### config.mk
export PLATFORM = sky130hd
export DESIGN_NAME = idx_addr_top
export DESIGN_NICKNAME = d
export VERILOG_FILES = /design/src/design/idx_pkg.sv /design/src/design/idx_mode_fsm.sv /design/src/design/idx_pc_counter.sv /design/src/design/idx_reg_bank.sv /design/src/design/idx_addr_calc.sv /design/src/design/idx_addr_top.sv
export SDC_FILE = /design/constraint.sdc
export NUM_CORES = 1
export LEC_CHECK = 0
export ABC_AREA = 1
export BUFFER_PORTS_ARGS = -buffer_cell sky130_fd_sc_hd__buf_4
export CAP_MARGIN = 20
export CORE_MARGIN = 4
export CORE_UTILIZATION = 55
export DETAILED_ROUTE_END_ITERATION = 10
export PLACE_DENSITY_LB_ADDON = 0.3
export SLEW_MARGIN = 0
export SYNTH_ARGS = -nofsm -noshare
export SYNTH_HDL_FRONTEND = slang
export SYNTH_SLANG_ARGS = --single-unit
### constraint.sdc
create_clock -name clk -period 9.92 [get_ports clk]
set_clock_uncertainty 0.15 [all_clocks]
set_input_delay 0.496 -clock clk [delete_from_list [all_inputs] [get_ports clk]]
set_output_delay 0.496 -clock clk [all_outputs]
set_load 0.01 [all_outputs]
### src/design/idx_pkg.sv
// widths and types of the indexed address unit
// full-register codes, register select helpers and step decoding
// addressing-mode decoder state
package idx_pkg;

    typedef logic [23:0] addr_t;        // memory address
    typedef logic [31:0] reg_t;         // general register value
    typedef logic [2:0]  reg_code_t;    // full register code
    typedef logic [7:0]  byte_sel_t;    // {bank, reg, byte} select
    typedef logic [31:0] op_win_t;      // first byte in [7:0]
    typedef logic [2:0]  fetch_t;       // bytes consumed per cycle
    typedef logic [1:0]  step_t;        // 0:1, 1:2, 2:4
    typedef logic [1:0]  offset_sel_t;

    typedef enum logic [1:0] {st_idle, st_ext, st_add, st_done} mode_state_t;

    localparam offset_sel_t off_disp  = 2'd0;   // latched displacement
    localparam offset_sel_t off_idx8  = 2'd1;   // signed 8-bit register index
    localparam offset_sel_t off_idx16 = 2'd2;   // signed 16-bit register index

    localparam reg_code_t code_xwa = 3'd0;
    localparam reg_code_t code_xbc = 3'd1;
    localparam reg_code_t code_xde = 3'd2;
    localparam reg_code_t code_xhl = 3'd3;
    localparam reg_code_t code_xix = 3'd4;
    localparam reg_code_t code_xiy = 3'd5;
    localparam reg_code_t code_xiz = 3'd6;
    localparam reg_code_t code_xsp = 3'd7;

    localparam logic [2:0] cur_bank = 3'b111;   // selects e0..ff
    localparam byte_sel_t  null_sel = 8'h40;    // reads back as zero

    function automatic byte_sel_t full_sel(input reg_code_t code);
        full_sel = {cur_bank, code, 2'b00};
    endfunction

    function automatic reg_t step_size(input step_t s);
        case (s)
            2'd0:    step_size = 32'd1;
            2'd1:    step_size = 32'd2;
            2'd2:    step_size = 32'd4;
            default: step_size = 32'd0;
        endcase
    endfunction

    function automatic addr_t sext8(input logic [7:0] v);
        sext8 = {{16{v[7]}}, v};
    endfunction

    function automatic addr_t sext16(input logic [15:0] v);
        sext16 = {{8{v[15]}}, v};
    endfunction

endpackage

### src/design/idx_mode_fsm.sv
// addressing-mode byte decoder
// phase state machine: decode, optional extension bytes, address add
`timescale 1ns/100ps

module idx_mode_fsm import idx_pkg::*; (
    input  logic        clk,
    input  logic        rst,
    input  logic        start,
    input  op_win_t     op,
    output logic        busy,
    output fetch_t      fetched,
    output byte_sel_t   rd_sel,
    output byte_sel_t   aux_sel,
    output addr_t       disp,
    output offset_sel_t offset_sel,
    output step_t       step,
    output logic        pre_dec,
    output logic        post_inc,
    output logic        calc_en
);

    mode_state_t state, state_nx;
    logic [4:0]  mode;
    byte_sel_t   rd_sel_nx;
    byte_sel_t   aux_sel_nx;
    addr_t       disp_nx;
    offset_sel_t offset_sel_nx;
    step_t       step_nx;
    logic        pre_dec_nx;
    logic        post_inc_nx;

    assign mode    = {op[6], op[3:0]};          // mode byte fields that matter
    assign busy    = (state == st_ext) || (state == st_add);
    assign calc_en = (state == st_add);

    always_comb begin
        state_nx      = state;
        fetched       = '0;
        rd_sel_nx     = rd_sel;
        aux_sel_nx    = aux_sel;
        disp_nx       = disp;
        offset_sel_nx = offset_sel;
        step_nx       = step;
        pre_dec_nx    = pre_dec;
        post_inc_nx   = post_inc;
        case (state)
            st_idle, st_done: begin
                state_nx = st_idle;
                if (start) begin
                    pre_dec_nx    = 1'b0;
                    post_inc_nx   = 1'b0;
                    offset_sel_nx = off_disp;
                    casez (mode)
                        5'b0????: begin                     // (r32) or (r32+d8)
                            rd_sel_nx = full_sel(op[2:0]);
                            disp_nx   = op[3] ? sext8(op[15:8]) : '0;
                            fetched   = op[3] ? 3'd2 : 3'd1;
                            state_nx  = st_add;
                        end
                        5'h10, 5'h11, 5'h12: begin          // absolute address
                            rd_sel_nx = null_sel;
                            state_nx  = st_add;
                            case (op[1:0])
                                2'd0: begin
                                    disp_nx = {16'd0, op[15:8]};
                                    fetched = 3'd2;
                                end
                                2'd1: begin
                                    disp_nx = {8'd0, op[23:8]};
                                    fetched = 3'd3;
                                end
                                default: begin
                                    disp_nx = op[31:8];
                                    fetched = 3'd4;
                                end
                            endcase
                        end
                        5'h13: begin
                            rd_sel_nx = {op[15:10], 2'b00};
                            disp_nx   = '0;
                            case (op[9:8])
                                2'd0: begin                 // (r32), long form
                                    fetched  = 3'd2;
                                    state_nx = st_add;
                                end
                                2'd1: begin                 // (r32+d16)
                                    fetched  = 3'd2;
                                    state_nx = st_ext;
                                end
                                2'd3: begin                 // (r32+r8) or (r32+r16)
                                    offset_sel_nx = op[10] ? off_idx16 : off_idx8;
                                    fetched       = 3'd2;
                                    state_nx      = st_ext;
                                end
                                default: state_nx = st_idle;  // not decoded
                            endcase
                        end
                        5'h14, 5'h15: begin                 // (-r32) or (r32+)
                            rd_sel_nx   = {op[15:10], 2'b00};
                            disp_nx     = '0;
                            step_nx     = op[9:8];
                            pre_dec_nx  = ~op[0];
                            post_inc_nx = op[0];
                            fetched     = 3'd2;
                            state_nx    = st_add;
                        end
                        default: state_nx = st_idle;
                    endcase
                end
            end
            st_ext: begin
                // window now starts at the bytes after the register byte
                fetched  = 3'd2;
                state_nx = st_add;
                if (offset_sel == off_disp) begin
                    disp_nx = sext16(op[15:0]);
                end else begin
                    rd_sel_nx  = op[7:0];               // base register
                    aux_sel_nx = op[15:8];              // index register
                end
            end
            st_add: begin
                state_nx    = st_done;
                pre_dec_nx  = 1'b0;                     // update taken this edge
                post_inc_nx = 1'b0;
            end
            default: state_nx = st_idle;
        endcase
    end

    always_ff @(posedge clk or posedge rst) begin
        if (rst) begin
            state      <= st_idle;
            offset_sel <= off_disp;
            step       <= '0;
            pre_dec    <= 1'b0;
            post_inc   <= 1'b0;
        end else begin
            state      <= state_nx;
            offset_sel <= offset_sel_nx;
            step       <= step_nx;
            pre_dec    <= pre_dec_nx;
            post_inc   <= post_inc_nx;
        end
    end

    always_ff @(posedge clk) begin
        rd_sel  <= rd_sel_nx;
        aux_sel <= aux_sel_nx;
        disp    <= disp_nx;
    end

endmodule

### src/design/idx_pc_counter.sv
// program-counter accumulator
// advances by the bytes the decoder consumes each cycle
`timescale 1ns/100ps

module idx_pc_counter import idx_pkg::*; #(
    parameter addr_t pc_reset = 24'h000000
) (
    input  logic   clk,
    input  logic   rst,
    input  fetch_t fetched,
    output addr_t  pc
);

    addr_t pc_nx;

    assign pc_nx = pc + addr_t'(fetched);       // wraps at 24 bits

    always_ff @(posedge clk or posedge rst) begin
        if (rst) begin
            pc <= pc_reset;
        end else if (fetched != '0) begin
            pc <= pc_nx;
        end
    end

endmodule

### src/design/idx_reg_bank.sv
// general register file, eight 32-bit registers
// load port, full and byte/halfword read ports, step write-back
`timescale 1ns/100ps

module idx_reg_bank import idx_pkg::*; (
    input  logic        clk,
    input  logic        rst,
    input  logic        wr_en,
    input  reg_code_t   wr_code,
    input  reg_t        wr_data,
    input  byte_sel_t   rd_sel,
    input  byte_sel_t   aux_sel,
    input  logic        pre_dec,
    input  logic        post_inc,
    input  step_t       step,
    input  logic        upd,
    output reg_t        rd_data,
    output logic [15:0] aux_data
);

    reg_t regs [8];
    reg_t rd_word;
    reg_t aux_word;
    reg_t upd_value;
    logic rd_cur;
    logic aux_cur;

    // only the current bank is modelled, any other select reads zero
    assign rd_cur  = (rd_sel[7:5] == cur_bank);
    assign aux_cur = (aux_sel[7:5] == cur_bank);

    assign rd_word  = regs[rd_sel[4:2]];
    assign aux_word = regs[aux_sel[4:2]] >> {aux_sel[1:0], 3'b000};   // byte aligned

    assign rd_data  = rd_cur ? rd_word : '0;
    assign aux_data = aux_cur ? aux_word[15:0] : '0;

    always_comb begin
        if (pre_dec) begin
            upd_value = rd_word - step_size(step);
        end else begin
            upd_value = rd_word + step_size(step);
        end
    end

    always_ff @(posedge clk or posedge rst) begin
        if (rst) begin
            for (int i = 0; i < 8; i++) begin
                regs[i] <= '0;
            end
        end else if (wr_en) begin
            regs[wr_code] <= wr_data;             // load wins over write-back
        end else if (upd && (pre_dec || post_inc)) begin
            regs[rd_sel[4:2]] <= upd_value;
        end
    end

endmodule

### src/design/idx_addr_calc.sv
// effective-address adder
// base register, pre-decrement offset, displacement or signed index
`timescale 1ns/100ps

module idx_addr_calc import idx_pkg::*; (
    input  logic        clk,
    input  logic        rst,
    input  logic        calc_en,
    input  reg_t        rd_data,
    input  logic [15:0] aux_data,
    input  addr_t       disp,
    input  offset_sel_t offset_sel,
    input  logic        pre_dec,
    input  step_t       step,
    output addr_t       addr,
    output logic        addr_valid,
    output logic        upd
);

    addr_t base;
    addr_t offset;
    addr_t sum;

    always_comb begin
        base = rd_data[23:0];
        if (pre_dec) begin
            base = base - addr_t'(step_size(step));   // -r32 points below
        end
    end

    always_comb begin
        case (offset_sel)
            off_idx8:  offset = sext8(aux_data[7:0]);
            off_idx16: offset = sext16(aux_data);
            default:   offset = disp;
        endcase
    end

    assign sum = base + offset;

    // register write-back lands on the same edge as the address
    assign upd = calc_en;

    always_ff @(posedge clk or posedge rst) begin
        if (rst) begin
            addr_valid <= 1'b0;
        end else begin
            addr_valid <= calc_en;
        end
    end

    always_ff @(posedge clk) begin
        if (calc_en) begin
            addr <= sum;
        end
    end

endmodule

### src/design/idx_addr_top.sv
// indexed memory-address unit, top level
// mode decoder, register bank, address adder and pc counter
`timescale 1ns/100ps

module idx_addr_top import idx_pkg::*; #(
    parameter addr_t pc_reset = 24'h000000
) (
    input  logic      clk,
    input  logic      rst,
    input  logic      start,
    input  op_win_t   op,
    input  logic      wr_en,
    input  reg_code_t wr_code,
    input  reg_t      wr_data,
    output logic      busy,
    output fetch_t    fetched,
    output logic      addr_valid,
    output addr_t     addr,
    output addr_t     pc
);

    byte_sel_t   rd_sel;
    byte_sel_t   aux_sel;
    addr_t       disp;
    offset_sel_t offset_sel;
    step_t       step;
    logic        pre_dec;
    logic        post_inc;
    logic        calc_en;
    logic        upd;
    reg_t        rd_data;
    logic [15:0] aux_data;

    idx_mode_fsm u_fsm (
        .clk        (clk),
        .rst        (rst),
        .start      (start),
        .op         (op),
        .busy       (busy),
        .fetched    (fetched),
        .rd_sel     (rd_sel),
        .aux_sel    (aux_sel),
        .disp       (disp),
        .offset_sel (offset_sel),
        .step       (step),
        .pre_dec    (pre_dec),
        .post_inc   (post_inc),
        .calc_en    (calc_en)
    );

    idx_pc_counter #(.pc_reset(pc_reset)) u_pc (
        .clk     (clk),
        .rst     (rst),
        .fetched (fetched),
        .pc      (pc)
    );

    idx_reg_bank u_bank (
        .clk      (clk),
        .rst      (rst),
        .wr_en    (wr_en),
        .wr_code  (wr_code),
        .wr_data  (wr_data),
        .rd_sel   (rd_sel),
        .aux_sel  (aux_sel),
        .pre_dec  (pre_dec),
        .post_inc (post_inc),
        .step     (step),
        .upd      (upd),
        .rd_data  (rd_data),
        .aux_data (aux_data)
    );

    idx_addr_calc u_calc (
        .clk        (clk),
        .rst        (rst),
        .calc_en    (calc_en),
        .rd_data    (rd_data),
        .aux_data   (aux_data),
        .disp       (disp),
        .offset_sel (offset_sel),
        .pre_dec    (pre_dec),
        .step       (step),
        .addr       (addr),
        .addr_valid (addr_valid),
        .upd        (upd)
    );

endmodule

Word-level counts from Yosys, hierarchy flattened. Index checks and enable logic that the tools add are counted.

Shifts and indexed selects: 1. Reductions and logical operators: 27. Multiplexer cells: 51. Equal/unequal tests: 22. Add/sub/neg operators: 5. Order comparisons: 5. Bitwise operators: 6.

Operator list (count): $bwmux W256 (2); $mux W256 (2); $mux W32 (9); $bmux W32 S3 (2); $demux W32 S3 (2); $pmux W24 S2 (3); $mux W24 (5); $pmux W24 S3 (1); $add A32 B32 Y32 (1); $shr A32 B5 Y16 (1); $sub A32 B32 Y32 (1); $eq A5 B5 Y1 const B (6); $add A24 B24 Y24 (1); $add A24 B3 Y24 (1); $pmux W8 S3 (1); $sub A24 B24 Y24 (1); $mux W16 (1); $mux W8 (2); $pmux W8 S2 (1); $ge A4 B4 Y1 const B (3); $mux W2 (6); $not A3 Y4 (3); $pmux W3 S2 (2); $pmux W3 S4 (1); 24 further kinds (59).

Input bits: 71. Word-level logic and storage cells: 136. Bits in registers: 353. Output and inout port bits: 53.

Longest topological paths before layout.
Depth after elaboration: 9. Depth in mapped cells: 30.

By module. From an unflattened synthesis, not the netlist that was laid out.

Cells, all modules: 4042. Area total of the unflattened synthesis: 26723.1 um^2.

Modules (own cells, without submodules): idx_reg_bank (cells an instance 3001, sequential area each 6406.1 um^2, times used 1, area an instance 19282.2 um^2); idx_addr_calc (cells an instance 588, sequential area each 745.7 um^2, times used 1, area an instance 3587.2 um^2); idx_mode_fsm (cells an instance 284, sequential area each 1401.3 um^2, times used 1, area an instance 2466.1 um^2); idx_pc_counter (cells an instance 169, sequential area each 600.6 um^2, times used 1, area an instance 1387.6 um^2).

Least setup slack after synthesis. No wires, ideal clock.

Path kind: reg-to-reg. Start point: reg u_fsm.rd_sel[2]. End point: reg u_calc.addr[21], data pin. Period minus slack after synthesis: 4626 ps. Cell stages (with the launch flop): 28. Buffers on the path: 5. Setup slack: 5294 ps. Arrival time: 4213 ps. Path through: edfxtp_1 buf_6 inv_6 buf_6 buf_6 buf_2 buf_2 a21oi_1 o21ai_0 o21ai_0 o21ai_0 ha_1 inv_1 fa_1 nand2_1 nand2_1 nor2_2 nand2_2 nor2_4 a31oi_1 or2_1 ha_1 nand2_1 nor4_1 nand4_1 nand3_1 a31oi_1 xor2_1.

Word-level cells in the longest chain between the ends: 8.

RTL lines: from (decl) (line idx_mode_fsm.sv:12) `output byte_sel_t rd_sel,`; from (signal assigned) (line idx_mode_fsm.sv:148) `rd_sel <= rd_sel_nx;`; $not A3 Y4 (implied by the code) * (line idx_reg_bank.sv:32) `assign rd_word = regs[rd_sel[4:2]];`; $bmux W32 S3 * (line idx_reg_bank.sv:32); $mux W32 (implied by the code) * (2 in series) (line idx_reg_bank.sv:32); $mux W24 * (line idx_reg_bank.sv:35) `assign rd_data = rd_cur ? rd_word : '0;`; $sub A24 B24 Y24 (line idx_addr_calc.sv:27) `base = base - addr_t'(step_size(step));`; $mux W24 * (line idx_addr_calc.sv:26) `if (pre_dec) begin`; $add A24 B24 Y24 * (line idx_addr_calc.sv:39) `assign sum = base + offset;`; via u_calc.sum[21] (line idx_addr_calc.sv:22) `addr_t sum;`; to (signal assigned) (line idx_addr_calc.sv:54) `addr <= sum;`; to (decl) (line idx_addr_calc.sv:15) `output addr_t addr,`.

Mark *: on every way through the listed nets, which the timed path passes. The rest lies on a longest branch. The select of a mux whose other input is x is not followed. A chain may end at the register's enable or synchronous reset.

Final worst setup path.
Start point: reg u_fsm.rd_sel[4]. End point: reg u_calc.addr[21], data pin.

Same word-level chain as after synthesis.

==> flow_metrics.env <==
export IMPL_outcome="finished clean"
export IMPL_fin_crit_sh=0.543
export IMPL_drive_above_1_share=0.0982
export IMPL_vias=26800
export IMPL_io_buffers=123
export IMPL_p_per_area_mw_per_mm2=309
export IMPL_grt_pass1_vias=25300
export IMPL_htreeDepth=2
export IMPL_rows=78
export IMPL_p_switching_w=0.00424
export IMPL_worstRegToRegCells=26
export IMPL_ys_seq_elements=351
export IMPL_whs_path_depth=3
export IMPL_antenna_found_initial=0
export IMPL_cts_buffer_depth=3
export IMPL_dr_first_iter_drc_count=4325
export IMPL_slew_violations=0
export IMPL_die_width_um=222
export IMPL_crit_type="reg2reg"
export IMPL_avgViaCountPerCell=6.37
export IMPL_final_cell_mix="nand2_1, a21oi_1, inv_1, dfrtp_1, nor2_1"
export IMPL_async_flop_share=0.823
export IMPL_gp_congestion=1.02
export IMPL_synthDistinctLibCells=59
export IMPL_io_pins=124
export IMPL_fin_crit_ps=5380
export IMPL_met1_length_um=37200
export IMPL_r2r_end="u_calc.addr[21]$_DFFE_PP_"
export IMPL_yosysTopAreaCell="dfrtp_1"
export IMPL_grt_overflow_total=0
export IMPL_p_sw_frac=0.490
export IMPL_worstHoldStart="wr_data[17]"
export IMPL_drt_first_pass_iters=7
export IMPL_drc=0
export IMPL_synth_xor_area_share=0.0280
export IMPL_synth_area_leaders="dfrtp_1, nand2_1, a21oi_1, edfxtp_1, inv_1"
export IMPL_crit_arrival_ps=5550
export IMPL_tightest_slew_ps=1220
export IMPL_synth_edf_count=62
export IMPL_fp_dieH_um=222
export IMPL_synth_area_mm2=0.0252
export IMPL_worstSetupEndpointType="register"
export IMPL_grt_max_degree=166
export IMPL_hold_violations=0
export IMPL_r2r_slack_ps=4540
export IMPL_wl_met2_um=39600
export IMPL_clock_latency_ps=590
export IMPL_synth_compound_area_frac=0.241
export IMPL_required_ps=10090
export IMPL_synth_warnings=0
export IMPL_grt_pass1_wl_um=147000
export IMPL_fill_cells=4239
export IMPL_cts_tree="yes"
export IMPL_drv_cap=0
export IMPL_worstHoldPathType="in2reg"
export IMPL_nNetsFinal=3713
export IMPL_fin_tns_setup_ps=0
export IMPL_rsz0062_at_grt="no"
export IMPL_setup_violations_final=0
export IMPL_ant_nets=0
export IMPL_cts_resized=0
export IMPL_r2r_start="u_fsm.rd_sel[4]$_DFFE_PP_"
export IMPL_peakVddDrop_mv=0.158
export IMPL_synth_top_family_by_area="compound AO/OA/AOI/OAI gates"
export IMPL_hold_end="u_bank.regs[17]$_DFFE_PP0P_"
export IMPL_max_freq_ghz=0.186
export IMPL_core_mm2=0.0453
export IMPL_hpwl_um=60600
export IMPL_insertedDiodeCount=0
export IMPL_clk_pin_slew_worst_paths_ps=60
export IMPL_netlist_instances=3546
export IMPL_synthDominantCellAreaShare=0.287
export IMPL_wl_met3_um=13500
export IMPL_avgSynthCellArea_um2=7.10
export IMPL_yosys_area_share_simple=0.235
export IMPL_clockPowerShare=0.200
export IMPL_dieArea_mm2=0.0493
export IMPL_p_seq_frac=0.255
export IMPL_synth_fp_nets=3687
export IMPL_root_buffer="clkbuf_16"
export IMPL_final_common_cell="nand2_1"
export IMPL_routed_wl_um=96500
export IMPL_ys_flop_type="dfrtp_1"
export IMPL_post_cts_setup_buffer_count=0
export IMPL_maxUsedRoutingLayer="met5"
export IMPL_crit_fanout=21
export IMPL_critical_path_startpoint_type="register"
export IMPL_avgRoutedWirePerCell_um=23.0
export IMPL_cts_sinks=351
export IMPL_combPwrFrac=0.545
export IMPL_start_util=0.556
export IMPL_synth_area_mux_share=0.000795
export IMPL_p_int_w=0.00441
export IMPL_slew_headroom=0.186
export IMPL_worst_hold_slack_ps=6.28
export IMPL_track_usage=0.377
export IMPL_yosysSeqAreaShare=0.361
export IMPL_syn2layout_area_growth_pct=11.0
export IMPL_numCtsBuffers=43
export IMPL_p_leak_nw=13.0
export IMPL_synth_fa_ha_area_frac=0.0360
[worst max-delay path by stage]
stage	start	endpoint	slack, ps	cells past startpoint
2_1_floorplan	rst	u_bank.regs[0]$_DFFE_PP0P_	1300	1
3_3_place_gp	u_fsm.rd_sel[4]$_DFFE_PP_	u_calc.addr[21]$_DFFE_PP_	4740	25
3_5_place_dp	u_fsm.rd_sel[4]$_DFFE_PP_	u_calc.addr[21]$_DFFE_PP_	4610	25
4_1_cts	u_fsm.rd_sel[4]$_DFFE_PP_	u_calc.addr[21]$_DFFE_PP_	4580	26
5_1_grt	u_fsm.rd_sel[4]$_DFFE_PP_	u_calc.addr[21]$_DFFE_PP_	4010	26
6_report	u_fsm.rd_sel[4]$_DFFE_PP_	u_calc.addr[21]$_DFFE_PP_	4540	26
[sequential cells by signal, indices dropped and copies added (netlist names), 2 cells and up]
register and flops:
u_fsm.step 2, u_fsm.offset_sel 2, u_pc.pc 24, u_fsm.rd_sel 6, u_calc.addr 24, u_bank.regs 256, u_fsm.state 2, u_fsm.disp 24
u_fsm.aux_sel 8
[area by class of cell]
| type | instances | area, um^2 | share of cell area |
|---|---|---|---|
| multi-input cells | 2595 | 13700 | 0.489 |
| flip-flops and latches | 351 | 9090 | 0.325 |
| inverters | 396 | 1500 | 0.0536 |
| repair buffers | 185 | 1440 | 0.0514 |
| clock buffers | 57 | 1190 | 0.0425 |
| well taps | 600 | 751 | 0.0268 |
| clock inverters | 21 | 322 | 0.0115 |
[worst max-delay path: stages (launching register included)]
cell      delay, ps
edfxtp_1        510
inv_2            90
nor2_2           30
buf_4           280
inv_2           390
a21oi_1          70
o21ai_0         100
nand2_1         100
o21ai_0         250
ha_1            200
inv_1            60
fa_1            430
nand2_1         100
nand2_1         110
nor2_2          130
nand2_2          90
nor2_4          150
nand2_2         100
nor2_1          120
xor2_1           90
ha_1            370
nand2_1         120
nor4_1          410
nand4_1         190
nand3_1         200
a31oi_1         120
xor2_1          150
[timing repair]
action,in CTS,in global routing
hold endpoints to repair,114,0
hold buffers,15,0
endpoints found under the setup margin,0,0
[logic make-up after synthesis]
family,count (synthesis)
AND/OR/NAND/NOR,1388
AO/OA/AOI/OAI,1057
buffers and inverters,600
flip-flops,351
XOR/XNOR,78
adder cells (fa/ha/maj),70
multiplexers,2
[routing by layer]
metal | up-vias | global-route usage
li1 | 12100 | -
met1 | 12300 | 0.518
met2 | 1963 | 0.542
met3 | 472 | 0.106
met4 | 2 | 0.196
met5 | - | 0.00978
[stage by stage]
| stage | utilization | total power (W) | instance area, um^2 | std cells | setup WS (ps) |
|---|---|---|---|---|---|
| final | 0.618 | 0.00865 | 28000 | 4205 | 4540 |
| after global routing | 0.618 | 0.00913 | 28000 | 4205 | 4010 |
| after CTS | 0.618 | 0.00849 | 28000 | 4205 | 4580 |
| after detailed placement | 0.581 | 0.00675 | 26300 | 4112 | 4610 |
| after global placement | 0.581 | 0.00671 | 26300 | 4112 | 4740 |
| after floorplan | - | 0.00541 | 25200 | 3546 | 1300 |
[cells in the mapped netlist, types with 5 or more instances]
| cell | n |
|---|---|
| o31ai_1 | 6 |
| buf_1 | 10 |
| nor4_1 | 5 |
| nand2_1 | 733 |
| o21ai_0 | 252 |
| dfrtp_1 | 289 |
| o21ai_1 | 10 |
| edfxtp_1 | 62 |
| nor3_1 | 27 |
| a21oi_1 | 485 |
| buf_4 | 10 |
| clkinv_1 | 5 |
| o22ai_2 | 5 |
| o2111ai_1 | 9 |
| o21bai_1 | 6 |
| a22oi_1 | 116 |
| clkbuf_1 | 116 |
| inv_1 | 369 |
| inv_2 | 21 |
| xor2_1 | 53 |
| nand3_2 | 7 |
| nand2_2 | 11 |
| xnor2_1 | 22 |
| nand3_1 | 259 |
| o211ai_1 | 73 |
| buf_2 | 51 |
| nor2_4 | 6 |
| a21o_1 | 5 |
| nor2_2 | 29 |
| ha_1 | 66 |
| a31oi_1 | 22 |
| o22ai_1 | 40 |
| nor2_1 | 269 |
| buf_6 | 17 |
| a22o_1 | 7 |
| nand4_1 | 19 |
[power groups by stage]
| stage | combinational [W] | clock (W) | sequential, W |
|---|---|---|---|
| after CTS | 0.00457 | 0.00173 | 0.00219 |
| after global routing | 0.00510 | 0.00180 | 0.00224 |
| after global placement | 0.00451 | 0 | 0.00220 |
| after floorplan | 0.00323 | 0 | 0.00218 |
| final | 0.00471 | 0.00173 | 0.00220 |
| after detailed placement | 0.00453 | 0 | 0.00221 |
Note: power is estimated with default switching activity, not from simulation.
